===== config.mk =====
export PLATFORM = sky130hd
export DESIGN_NAME = uart_axis_top
export DESIGN_NICKNAME = d
export VERILOG_FILES = /design/src/hdl/uart_pkg.sv /design/src/hdl/uart_rx.sv /design/src/hdl/uart_tx.sv /design/src/hdl/axis_fifo.sv /design/src/hdl/uart_axis_top.sv
export VERILOG_INCLUDE_DIRS = /design/src /design/src/hdl
export SDC_FILE = /design/constraint.sdc
export NUM_CORES = 1
export LEC_CHECK = 0
export ABC_AREA = 1
export BUFFER_PORTS_ARGS = -buffer_cell sky130_fd_sc_hd__buf_4
export CAP_MARGIN = 20
export CORE_ASPECT_RATIO = 1.1
export CORE_UTILIZATION = 60
export DETAILED_ROUTE_END_ITERATION = 12
export PLACE_DENSITY = 0.79
export SKIP_CTS_REPAIR_TIMING = 1
export SYNTH_ARGS = -nofsm -noshare
export SYNTH_HDL_FRONTEND = slang
export SYNTH_HIERARCHICAL = 1
export SYNTH_SLANG_ARGS = --single-unit
export TNS_END_PERCENT = 100

===== constraint.sdc =====
create_clock -name clk_i -period 2.55 [get_ports clk_i]
set_clock_uncertainty 0.15 [all_clocks]
set_input_delay 0.51 -clock clk_i [delete_from_list [all_inputs] [get_ports clk_i]]
set_output_delay 0.51 -clock clk_i [all_outputs]
set_load 0.02 [all_outputs]

===== src/hdl/uart_params.svh =====
////////////////////
// uart subsystem build parameters.
// clock, line rate, frame width and receive buffer size.
////////////////////
`ifndef UART_PARAMS_SVH
`define UART_PARAMS_SVH

// system clock in Hz.
`define UART_CLK_FREQ 10_000_000

// the line rate gives ten clocks per bit at the default clock.
`define UART_BAUD_RATE 1_000_000

`define UART_DATA_WIDTH 8

// the receive FIFO depth must be a power of two.
`define UART_FIFO_DEPTH 4

`endif


===== src/hdl/uart_pkg.sv =====
////////////////////
// uart shared types.
// stream beat struct and the receiver and transmitter FSM states.
////////////////////
`default_nettype none
`include "uart_params.svh"

package uart_pkg;

    // this is the forward half of an AXI4-Stream byte link and tready travels apart.
    typedef struct packed {
        logic                        tvalid;
        logic [`UART_DATA_WIDTH-1:0] tdata;
    } axis_byte_t;

    typedef enum logic [2:0] {
        RX_IDLE  = 3'd0,
        RX_START = 3'd1,
        RX_DATA  = 3'd2,
        RX_STOP  = 3'd3,
        RX_DONE  = 3'd4
    } rx_state_e;

    typedef enum logic [1:0] {
        TX_IDLE  = 2'd0,
        TX_START = 2'd1,
        TX_DATA  = 2'd2,
        TX_STOP  = 2'd3
    } tx_state_e;

endpackage

`default_nettype wire


===== src/hdl/uart_rx.sv =====
////////////////////
// uart receiver.
// samples 8N1 frames at mid-bit and presents each byte on a stream master.
////////////////////
`timescale 1ns/100ps
`default_nettype none
`include "uart_params.svh"

module uart_rx (
    input  wire                  clk_i,
    input  wire                  arstn_i,
    input  wire                  uart_rx_i,
    output uart_pkg::axis_byte_t m_axis_o,
    input  wire                  m_axis_tready_i,
    output logic                 frame_err_o,
    output logic                 overrun_o
);

    localparam int BIT_PERIOD = `UART_CLK_FREQ / `UART_BAUD_RATE;
    localparam int CNT_W      = $clog2(BIT_PERIOD);
    localparam int BIT_W      = $clog2(`UART_DATA_WIDTH);

    localparam logic [CNT_W-1:0] BAUD_LAST = CNT_W'(BIT_PERIOD - 1);
    localparam logic [CNT_W-1:0] HALF_LAST = CNT_W'(BIT_PERIOD / 2 - 1);
    localparam logic [BIT_W-1:0] BIT_LAST  = BIT_W'(`UART_DATA_WIDTH - 1);

    uart_pkg::rx_state_e         state_q;
    logic                        rx_meta_q;
    logic                        rx_sync_q;
    logic [CNT_W-1:0]            baud_cnt_q;
    logic [BIT_W-1:0]            bit_cnt_q;
    logic [`UART_DATA_WIDTH-1:0] shift_q;
    logic                        out_valid_q;
    logic [`UART_DATA_WIDTH-1:0] out_data_q;
    logic                        baud_tick;
    logic                        half_tick;
    logic                        stop_sample;
    logic                        out_busy;
    logic                        load;

    // the line is asynchronous, so it passes two flops first.
    always_ff @(posedge clk_i or negedge arstn_i) begin
        if (!arstn_i) begin
            rx_meta_q <= 1'b1;
            rx_sync_q <= 1'b1;
        end else begin
            rx_meta_q <= uart_rx_i;
            rx_sync_q <= rx_meta_q;
        end
    end

    assign baud_tick   = (baud_cnt_q == BAUD_LAST);
    assign half_tick   = (state_q == uart_pkg::RX_START) && (baud_cnt_q == HALF_LAST);
    assign stop_sample = (state_q == uart_pkg::RX_STOP) && baud_tick;
    assign out_busy    = out_valid_q && !m_axis_tready_i;
    assign load        = stop_sample && rx_sync_q && !out_busy;

    always_ff @(posedge clk_i or negedge arstn_i) begin
        if (!arstn_i) begin
            state_q    <= uart_pkg::RX_IDLE;
            baud_cnt_q <= '0;
            bit_cnt_q  <= '0;
        end else begin
            baud_cnt_q <= baud_cnt_q + 1'b1;
            case (state_q)
                uart_pkg::RX_IDLE: begin
                    baud_cnt_q <= '0;
                    bit_cnt_q  <= '0;
                    if (!rx_sync_q) begin
                        state_q <= uart_pkg::RX_START;
                    end
                end
                uart_pkg::RX_START: begin
                    // a start bit that is gone by mid-bit was a glitch.
                    if (half_tick) begin
                        baud_cnt_q <= '0;
                        state_q    <= rx_sync_q ? uart_pkg::RX_IDLE : uart_pkg::RX_DATA;
                    end
                end
                uart_pkg::RX_DATA: begin
                    if (baud_tick) begin
                        baud_cnt_q <= '0;
                        bit_cnt_q  <= bit_cnt_q + 1'b1;
                        if (bit_cnt_q == BIT_LAST) begin
                            state_q <= uart_pkg::RX_STOP;
                        end
                    end
                end
                uart_pkg::RX_STOP: begin
                    if (baud_tick) begin
                        state_q <= uart_pkg::RX_DONE;
                    end
                end
                default: state_q <= uart_pkg::RX_IDLE;
            endcase
        end
    end

    // lsb arrives first, so bits enter at the top and move down.
    always_ff @(posedge clk_i) begin
        if ((state_q == uart_pkg::RX_DATA) && baud_tick) begin
            shift_q <= {rx_sync_q, shift_q[`UART_DATA_WIDTH-1:1]};
        end
    end

    always_ff @(posedge clk_i or negedge arstn_i) begin
        if (!arstn_i) begin
            out_valid_q <= 1'b0;
            frame_err_o <= 1'b0;
            overrun_o   <= 1'b0;
        end else begin
            frame_err_o <= stop_sample && !rx_sync_q;
            overrun_o   <= stop_sample && rx_sync_q && out_busy;
            if (load) begin
                out_valid_q <= 1'b1;
            end else if (m_axis_tready_i) begin
                out_valid_q <= 1'b0;
            end
        end
    end

    always_ff @(posedge clk_i) begin
        if (load) begin
            out_data_q <= shift_q;
        end
    end

    assign m_axis_o.tvalid = out_valid_q;
    assign m_axis_o.tdata  = out_data_q;

endmodule

`default_nettype wire


===== src/hdl/uart_tx.sv =====
////////////////////
// uart transmitter.
// serializes stream bytes into 8N1 frames.
////////////////////
`timescale 1ns/100ps
`default_nettype none
`include "uart_params.svh"

module uart_tx (
    input  wire                  clk_i,
    input  wire                  arstn_i,
    input  wire uart_pkg::axis_byte_t s_axis_i,
    output logic                 s_axis_tready_o,
    output logic                 uart_tx_o
);

    localparam int BIT_PERIOD = `UART_CLK_FREQ / `UART_BAUD_RATE;
    localparam int CNT_W      = $clog2(BIT_PERIOD);
    localparam int BIT_W      = $clog2(`UART_DATA_WIDTH);

    localparam logic [CNT_W-1:0] BAUD_LAST = CNT_W'(BIT_PERIOD - 1);
    localparam logic [BIT_W-1:0] BIT_LAST  = BIT_W'(`UART_DATA_WIDTH - 1);

    uart_pkg::tx_state_e         state_q;
    logic [CNT_W-1:0]            baud_cnt_q;
    logic [BIT_W-1:0]            bit_cnt_q;
    logic [`UART_DATA_WIDTH-1:0] shift_q;
    logic                        tx_q;
    logic                        baud_tick;
    logic                        accept;
    logic                        shift_en;

    assign s_axis_tready_o = (state_q == uart_pkg::TX_IDLE);
    assign accept          = s_axis_tready_o && s_axis_i.tvalid;
    assign baud_tick       = (baud_cnt_q == BAUD_LAST);
    assign shift_en        = baud_tick && ((state_q == uart_pkg::TX_START) ||
                                           (state_q == uart_pkg::TX_DATA));

    always_ff @(posedge clk_i or negedge arstn_i) begin
        if (!arstn_i) begin
            state_q    <= uart_pkg::TX_IDLE;
            baud_cnt_q <= '0;
            bit_cnt_q  <= '0;
            tx_q       <= 1'b1;
        end else begin
            baud_cnt_q <= baud_tick ? '0 : baud_cnt_q + 1'b1;
            case (state_q)
                uart_pkg::TX_IDLE: begin
                    baud_cnt_q <= '0;
                    bit_cnt_q  <= '0;
                    if (accept) begin
                        tx_q    <= 1'b0;
                        state_q <= uart_pkg::TX_START;
                    end
                end
                uart_pkg::TX_START: begin
                    if (baud_tick) begin
                        tx_q    <= shift_q[0];
                        state_q <= uart_pkg::TX_DATA;
                    end
                end
                uart_pkg::TX_DATA: begin
                    if (baud_tick) begin
                        bit_cnt_q <= bit_cnt_q + 1'b1;
                        if (bit_cnt_q == BIT_LAST) begin
                            tx_q    <= 1'b1;
                            state_q <= uart_pkg::TX_STOP;
                        end else begin
                            tx_q <= shift_q[0];
                        end
                    end
                end
                default: begin
                    if (baud_tick) begin
                        state_q <= uart_pkg::TX_IDLE;
                    end
                end
            endcase
        end
    end

    // the byte is taken on accept and walks out lsb first.
    always_ff @(posedge clk_i) begin
        if (accept) begin
            shift_q <= s_axis_i.tdata;
        end else if (shift_en) begin
            shift_q <= {1'b1, shift_q[`UART_DATA_WIDTH-1:1]};
        end
    end

    assign uart_tx_o = tx_q;

endmodule

`default_nettype wire


===== src/hdl/axis_fifo.sv =====
////////////////////
// stream FIFO on a register array.
////////////////////
`timescale 1ns/100ps
`default_nettype none
`include "uart_params.svh"

module axis_fifo #(
    parameter int DEPTH = `UART_FIFO_DEPTH,
    parameter int WIDTH = `UART_DATA_WIDTH
) (
    input  wire                  clk_i,
    input  wire                  arstn_i,
    input  wire uart_pkg::axis_byte_t s_axis_i,
    output logic                 s_axis_tready_o,
    output uart_pkg::axis_byte_t m_axis_o,
    input  wire                  m_axis_tready_i
);

    localparam int AW = $clog2(DEPTH);

    logic [WIDTH-1:0] mem_q [DEPTH];
    logic [AW-1:0]    wr_ptr_q;
    logic [AW-1:0]    rd_ptr_q;
    logic [AW:0]      count_q;
    logic             push;
    logic             pop;

    assign s_axis_tready_o = (count_q != (AW+1)'(DEPTH));
    assign m_axis_o.tvalid = (count_q != '0);
    assign m_axis_o.tdata  = mem_q[rd_ptr_q];

    assign push = s_axis_i.tvalid && s_axis_tready_o;
    assign pop  = m_axis_o.tvalid && m_axis_tready_i;

    always_ff @(posedge clk_i) begin
        if (push) begin
            mem_q[wr_ptr_q] <= s_axis_i.tdata;
        end
    end

    // depth is a power of two, so the pointers wrap on their own.
    always_ff @(posedge clk_i or negedge arstn_i) begin
        if (!arstn_i) begin
            wr_ptr_q <= '0;
            rd_ptr_q <= '0;
            count_q  <= '0;
        end else begin
            if (push) begin
                wr_ptr_q <= wr_ptr_q + 1'b1;
            end
            if (pop) begin
                rd_ptr_q <= rd_ptr_q + 1'b1;
            end
            case ({push, pop})
                2'b10:   count_q <= count_q + 1'b1;
                2'b01:   count_q <= count_q - 1'b1;
                default: count_q <= count_q;
            endcase
        end
    end

endmodule

`default_nettype wire


===== src/hdl/uart_axis_top.sv =====
////////////////////
// uart subsystem top.
// receiver into a FIFO, transmitter from the slave port.
////////////////////
`timescale 1ns/100ps
`default_nettype none
`include "uart_params.svh"

module uart_axis_top (
    input  wire                  clk_i,
    input  wire                  arstn_i,
    input  wire uart_pkg::axis_byte_t s_axis_i,
    output logic                 s_axis_tready_o,
    output logic                 uart_tx_o,
    input  wire                  uart_rx_i,
    output uart_pkg::axis_byte_t m_axis_o,
    input  wire                  m_axis_tready_i,
    output logic                 frame_err_o,
    output logic                 overrun_o
);

    uart_pkg::axis_byte_t rx_axis;
    logic                 rx_axis_tready;

    uart_rx i_uart_rx (
        .clk_i           (clk_i),
        .arstn_i         (arstn_i),
        .uart_rx_i       (uart_rx_i),
        .m_axis_o        (rx_axis),
        .m_axis_tready_i (rx_axis_tready),
        .frame_err_o     (frame_err_o),
        .overrun_o       (overrun_o)
    );

    // the receiver's output register adds one byte of slack on top of the FIFO.
    axis_fifo #(
        .DEPTH (`UART_FIFO_DEPTH),
        .WIDTH (`UART_DATA_WIDTH)
    ) i_axis_fifo (
        .clk_i           (clk_i),
        .arstn_i         (arstn_i),
        .s_axis_i        (rx_axis),
        .s_axis_tready_o (rx_axis_tready),
        .m_axis_o        (m_axis_o),
        .m_axis_tready_i (m_axis_tready_i)
    );

    uart_tx i_uart_tx (
        .clk_i           (clk_i),
        .arstn_i         (arstn_i),
        .s_axis_i        (s_axis_i),
        .s_axis_tready_o (s_axis_tready_o),
        .uart_tx_o       (uart_tx_o)
    );

endmodule

`default_nettype wire


# ---- After elaboration in Yosys (flattened, before gate mapping)
# Memories as Yosys holds them, arrays and structs flattened.
# Index checks and enable logic that the tools add are counted.
dict set report totals {
  register_bits 56
  ram_bits 32
  input_bits 13
  output_inout_bits 13
  wordCells 114
  n_memories 1
}
# name words word_bits rd rd_ports_with_merged_regs write_ports line_no
set memory_table {}
lappend memory_table {i_axis_fifo.mem_q 4 8 1 0 1 axis_fifo.sv:22} ;# logic [WIDTH-1:0] mem_q [DEPTH];
dict set report classes {
  add_sub_neg 8
  eq_ne 22
  mux 34
  n_reduce_logical 31
}
# operator count
set ops {}
lappend ops {{$mux 3} 7}
lappend ops {{$pmux 3 s2} 3}
lappend ops {{$mux 4} 4}
lappend ops {{$mux 8} 2}
lappend ops {{$logic_and 1x1->1} 12}
lappend ops {{$mux 2} 6}
lappend ops {{$ne 2x1->1 const B} 6}
lappend ops {{$pmux 3 s4} 1}
lappend ops {{$pmux 4 s3} 1}
lappend ops {{$reduce_bool 2->1} 6}
lappend ops {{$reduce_and 5->1} 2}
lappend ops {{$add 3x1->3 const B} 3}
lappend ops {{$add 4x1->4 const B} 2}
lappend ops {{$eq 4x4->1 const B} 2}
lappend ops {{$mux 1} 8}
lappend ops {{$eq 3x2->1 const B} 2}
lappend ops {{$eq 3x3->1 const B} 2}
lappend ops {{$ne 2x2->1 const B} 3}
lappend ops {{$pmux 2 s3} 1}
lappend ops {{$reduce_bool 3->1} 2}
lappend ops {{$add 2x1->2 const B} 2}
lappend ops {{$eq 2x1->1 const B} 2}
lappend ops {{$eq 2x2->1 const B} 2}
lappend ops {{$eq 4x3->1 const B} 1}
lappend ops {{other kinds (10)} 13}

# ---- Longest topological paths before layout
dict set report logic_depth {
  depth_word 6
  mapped_depth 12
  mapped_depth_nobuf 12
}

# ---- By module
# The synthesis kept the hierarchy.
# module n_inst cells_per_inst area_each_um2 seq_area_each_um2
set modules_own_cells {}
lappend modules_own_cells {axis_fifo 1 152 1739.2 1136.1}
lappend modules_own_cells {uart_rx 1 102 1251.2 858.3}
lappend modules_own_cells {uart_tx 1 104 948.4 491.7}

# ---- Least setup slack after synthesis
# Ideal clock, no wire load.
dict set report synth_path {
  path_kind {register to register}
  from {reg i_uart_rx.baud_cnt_q[1]}
  to {reg i_uart_rx.out_data_q[0] (enable)}
  t_arrival_ps 1386
  slack_ps 643
  path_stages_with_launch 9
  cell_sequence {dfrtp_1 inv_1 ha_1 nand2_2 nor2_4 inv_1 nor2_2 nand2_2 nor2_1}
}
dict set report synth_via {
  elab_chain_cells 4
}
# element line_no
set synth_lines {}
lappend synth_lines {{from (decl)} uart_rx.sv:30} ;# logic [CNT_W-1:0] baud_cnt_q;
lappend synth_lines {{from (signal assigned)} uart_rx.sv:64} ;# baud_cnt_q <= baud_cnt_q + 1'b1;
lappend synth_lines {{$eq 4x4->1} uart_rx.sv:52} ;# assign baud_tick = (baud_cnt_q == BAUD_LAST);
lappend synth_lines {{$logic_and 1x1->1} uart_rx.sv:54} ;# assign stop_sample = (state_q == uart_pkg::RX_STOP) && baud_tick;
lappend synth_lines {{$logic_and 1x1->1 (2 in a row)} uart_rx.sv:56} ;# assign load = stop_sample && rx_sync_q && !out_busy;
lappend synth_lines {{via i_uart_rx.load} uart_rx.sv:39} ;# logic load;
lappend synth_lines {{to (signal assigned)} uart_rx.sv:124} ;# out_data_q <= shift_q;
lappend synth_lines {{to (decl)} uart_rx.sv:34} ;# logic [`UART_DATA_WIDTH-1:0] out_data_q;
# The timed path passes the listed nets, and every way through them passes these cells.
# A chain may end at the register's enable or synchronous reset.

==> results.md <==
- Status: completed
- Max stage delay on crit path: 0.60 ns
- Most common cell in the netlist: nand2_1
- EDFF count, synth: 56
- R2R setup slack: approximately 0.38 ns
- Worst endpoint data arrival time: 1.81 ns
- Fin. Hold Viols: 0
- Post-Syn Instances: about 360
- Initial antenna violation count: 0
- Ys Warns: 6
- Slew HR: 0.567
- Layout cells sized above 1: 0.208
- Pleak: a little under 2 nW
- IO buf count: 25
- Tightest Pin Transition: approximately 0.65 ns
- Vias in the first global route: roughly 2300
- Hold Path Depth: 1
- Post-synth top cells: nand2_1, edfxtp_1, inv_1
- Pins over their slew limit: 0
- GPL Wtd Cong: around 0.87
- Drt pass-1 iters: 4
- Die area: 0.00689 mm²
- Starting Density: 0.628
- Reg2reg start: i_uart_rx/baud_cnt_q[1]$_DFF_PN0_
- Vias: around 2400
- CP max-delay cell: dfrtp_1
- Register share of total power: 0.443
- Pint: roughly 2.6 mW
- GRT Util Overall: 0.201
- Asr flop ratio synth: 0.364
- Die width: 79.3 µm
- Switching part of the total: 0.375
- CP Class: flop to output pin
- Seq/Total Area, Yosys: 0.631
- Vias per std cell: 5.03
- R2R Path End: i_uart_rx/out_data_q[0]$_DFFE_PP_
- Hold endpoint: i_uart_rx/rx_meta_q$_DFF_PN1_
- #FFs+latches synth: just under 90
- Cts bufs inserted: 9
- Post-synthesis instance area: ~0.0039 mm²
- Logic gate share of total power: 0.353
- Hold path start: uart_rx_i
- Yosys top cell area share: 0.427
- N_diodes: 0
- # rows: 30
- Max clock buf depth: 2
- Area contributors post-synth: edfxtp_1, dfrtp_1, nand2_1, ha_1, inv_1
- Syn nets: 389
- PD cells: between 900 and 1000 mW/mm²
- CTS tree: yes
- DRT antenna net count: 0
- Worst-path clk slew: roughly 0.080 ns
- Min cycle time layout: ~2.5 ns
- Worst skew pair latency: around 0.36 ns
- Final Setup Violations: 0
- Most used DFF post-synth: edfxtp_1
- Drt initial violations: slightly below 100
- Synth cell types: 31
- Max rail drop VDD: about 0.53 mV
- Total power: 4.15 mW
- # DRC: 0
- Critical path launch point type: flop
- Final nets: around 430
- Max-Cap Viols: 0
- Clock power frac: 0.204
- Drt total wl: roughly 6.1 mm
- Critical Path Fanout Max: 11
- Crit path required time: roughly 1.9 ns
- First-pass GRT wire length: ~10 mm
- H-tree depth: 3
- DR WL/cell: 12.6 µm
- Buf+Inv Stages, Crit Path: 2
- Hold Worst Slack: roughly 0.11 ns
- Unrepaired setup endpoints after global routing: no
- I/O pin total: 26
- Area of the core: between 0.006 and 0.007 mm²
- Crit-path cells: clkinv_1 > o211ai_1 > nand2_1 > buf_4
- Worst reg-to-reg path cell count: 8
- Critical Path Stages: 4
- CTS root buf: clkbuf_8
- Fin crit share: 0.968
- GRT overflow: 0
- Hpwl dp: 4.26 mm
- Sw Pwr: about 1.6 mW
- Die Span Y: 87.0 µm
- Fmax: 0.405 GHz
- Post-Syn Area per Cell: about 11 µm²
- CP Capture Type: output pin
- Largest area contributor in the netlist: edfxtp_1
- CP delay by family, top: flip-flops
- P&R area growth vs syn: 11.6%
- Setup TNS: 0 ns
- Pin count of the biggest net entering global routing: 35
- Sink Count: between 80 and 90
- Hold Crit Class: primary input to flop
==> state kept, by name (all words and copies together) (netlist names), 4 cells and up <==
name,flops
i_uart_tx/baud_cnt_q,4
i_uart_rx/baud_cnt_q,4
i_uart_rx/out_data_q,8
i_axis_fifo/mem_q,32
i_uart_rx/shift_q,8
i_uart_tx/shift_q,8
==> worst register-to-register path: cells and delay by family (launching register included) <==
family / cells / cell delay (ns)
buffers and inverters: 2 / 0.16
DFF: 1 / 0.40
adders and majority gates: 1 / 0.16
and+or+nand+nor: 5 / 0.94
==> worst max path at each step <==
stage,slack [ns],to,startpoint
finish,0.08,m_axis_o[6],i_axis_fifo/rd_ptr_q[1]$_DFFE_PN0P_
global route,0.02,m_axis_o[1],i_axis_fifo/rd_ptr_q[1]$_DFFE_PN0P_
CTS,0.08,m_axis_o[6],i_axis_fifo/rd_ptr_q[1]$_DFFE_PN0P_
detailed placement,0.38,i_uart_rx/out_data_q[5]$_DFFE_PP_,i_uart_rx/baud_cnt_q[1]$_DFF_PN0_
global placement,0.43,i_uart_tx/shift_q[4]$_DFFE_PP_,i_uart_tx/state_q[0]$_DFFE_PN0P_
floorplan,0.64,i_uart_rx/out_data_q[0]$_DFFE_PP_,i_uart_rx/baud_cnt_q[1]$_DFF_PN0_
==> per-layer routing <==
| layer | track usage | routed length, µm | up-vias | share of wire |
|---|---|---|---|---|
| met5 | 0 | 0 | - | 0 |
| met4 | 0.0843 | 91 | 0 | 0.015 |
| met3 | 0.0545 | 212 | 6 | 0.035 |
| met2 | 0.337 | 3040 | 33 | 0.50 |
| met1 | 0.246 | 2720 | 1147 | 0.45 |
| li1 | - | - | 1226 | - |
==> kinds of logic after synthesis <==
logic type,Yosys count,synth area share
and+or+nand+nor,157,0.183
buffers and inverters,64,0.0680
adders and majority gates,18,0.0591
xor gates and xnor gates,4,0.00890
DFF,88,0.631
AOI/OAI and AO/OA,27,0.0499
==> final cells by class <==
type	instances	area, µm²
fill	457	1870
sequential	88	2490
tap	80	100
inverter	59	221
timing repair buffer	31	233
clock buffer	10	128
clock inverter	6	43.8
multi-input combinational	206	1180
==> cell usage in the layout (no fill, tap or decap), drive strengths merged, types with 5 or more instances in the layout <==
| cell type | count |
|---|---|
| a21oi | 5 |
| buf | 30 |
| clkbuf | 10 |
| dfrtp | 29 |
| edfxtp | 56 |
| ha | 17 |
| inv | 59 |
| nand2 | 107 |
| nand3 | 20 |
| nor2 | 27 |
| o211ai | 16 |
| o21ai | 5 |
==> metrics by stage <==
stage	instance area [µm²]	cells	util	worst slack, ns
4_1_cts	4380	478	0.699	0.0850
6_report	4400	480	0.701	0.0827
3_3_place_gp	4210	462	0.672	0.429
3_5_place_dp	4210	462	0.672	0.379
5_1_grt	4400	480	0.701	0.0198
2_1_floorplan	3940	358	-	0.643
==> power by group through the flow <==
stage / logic [mW] / registers [mW] / clock network [mW]
after floorplan: 1.16 / 1.83 / 0
after global placement: 1.43 / 1.87 / 0
after detailed placement: 1.47 / 1.87 / 0
after CTS: 1.48 / 1.84 / 0.867
after global routing: 1.66 / 1.86 / 0.926
final: 1.46 / 1.84 / 0.845
No activity file was read; power rests on OpenSTA's default activity.
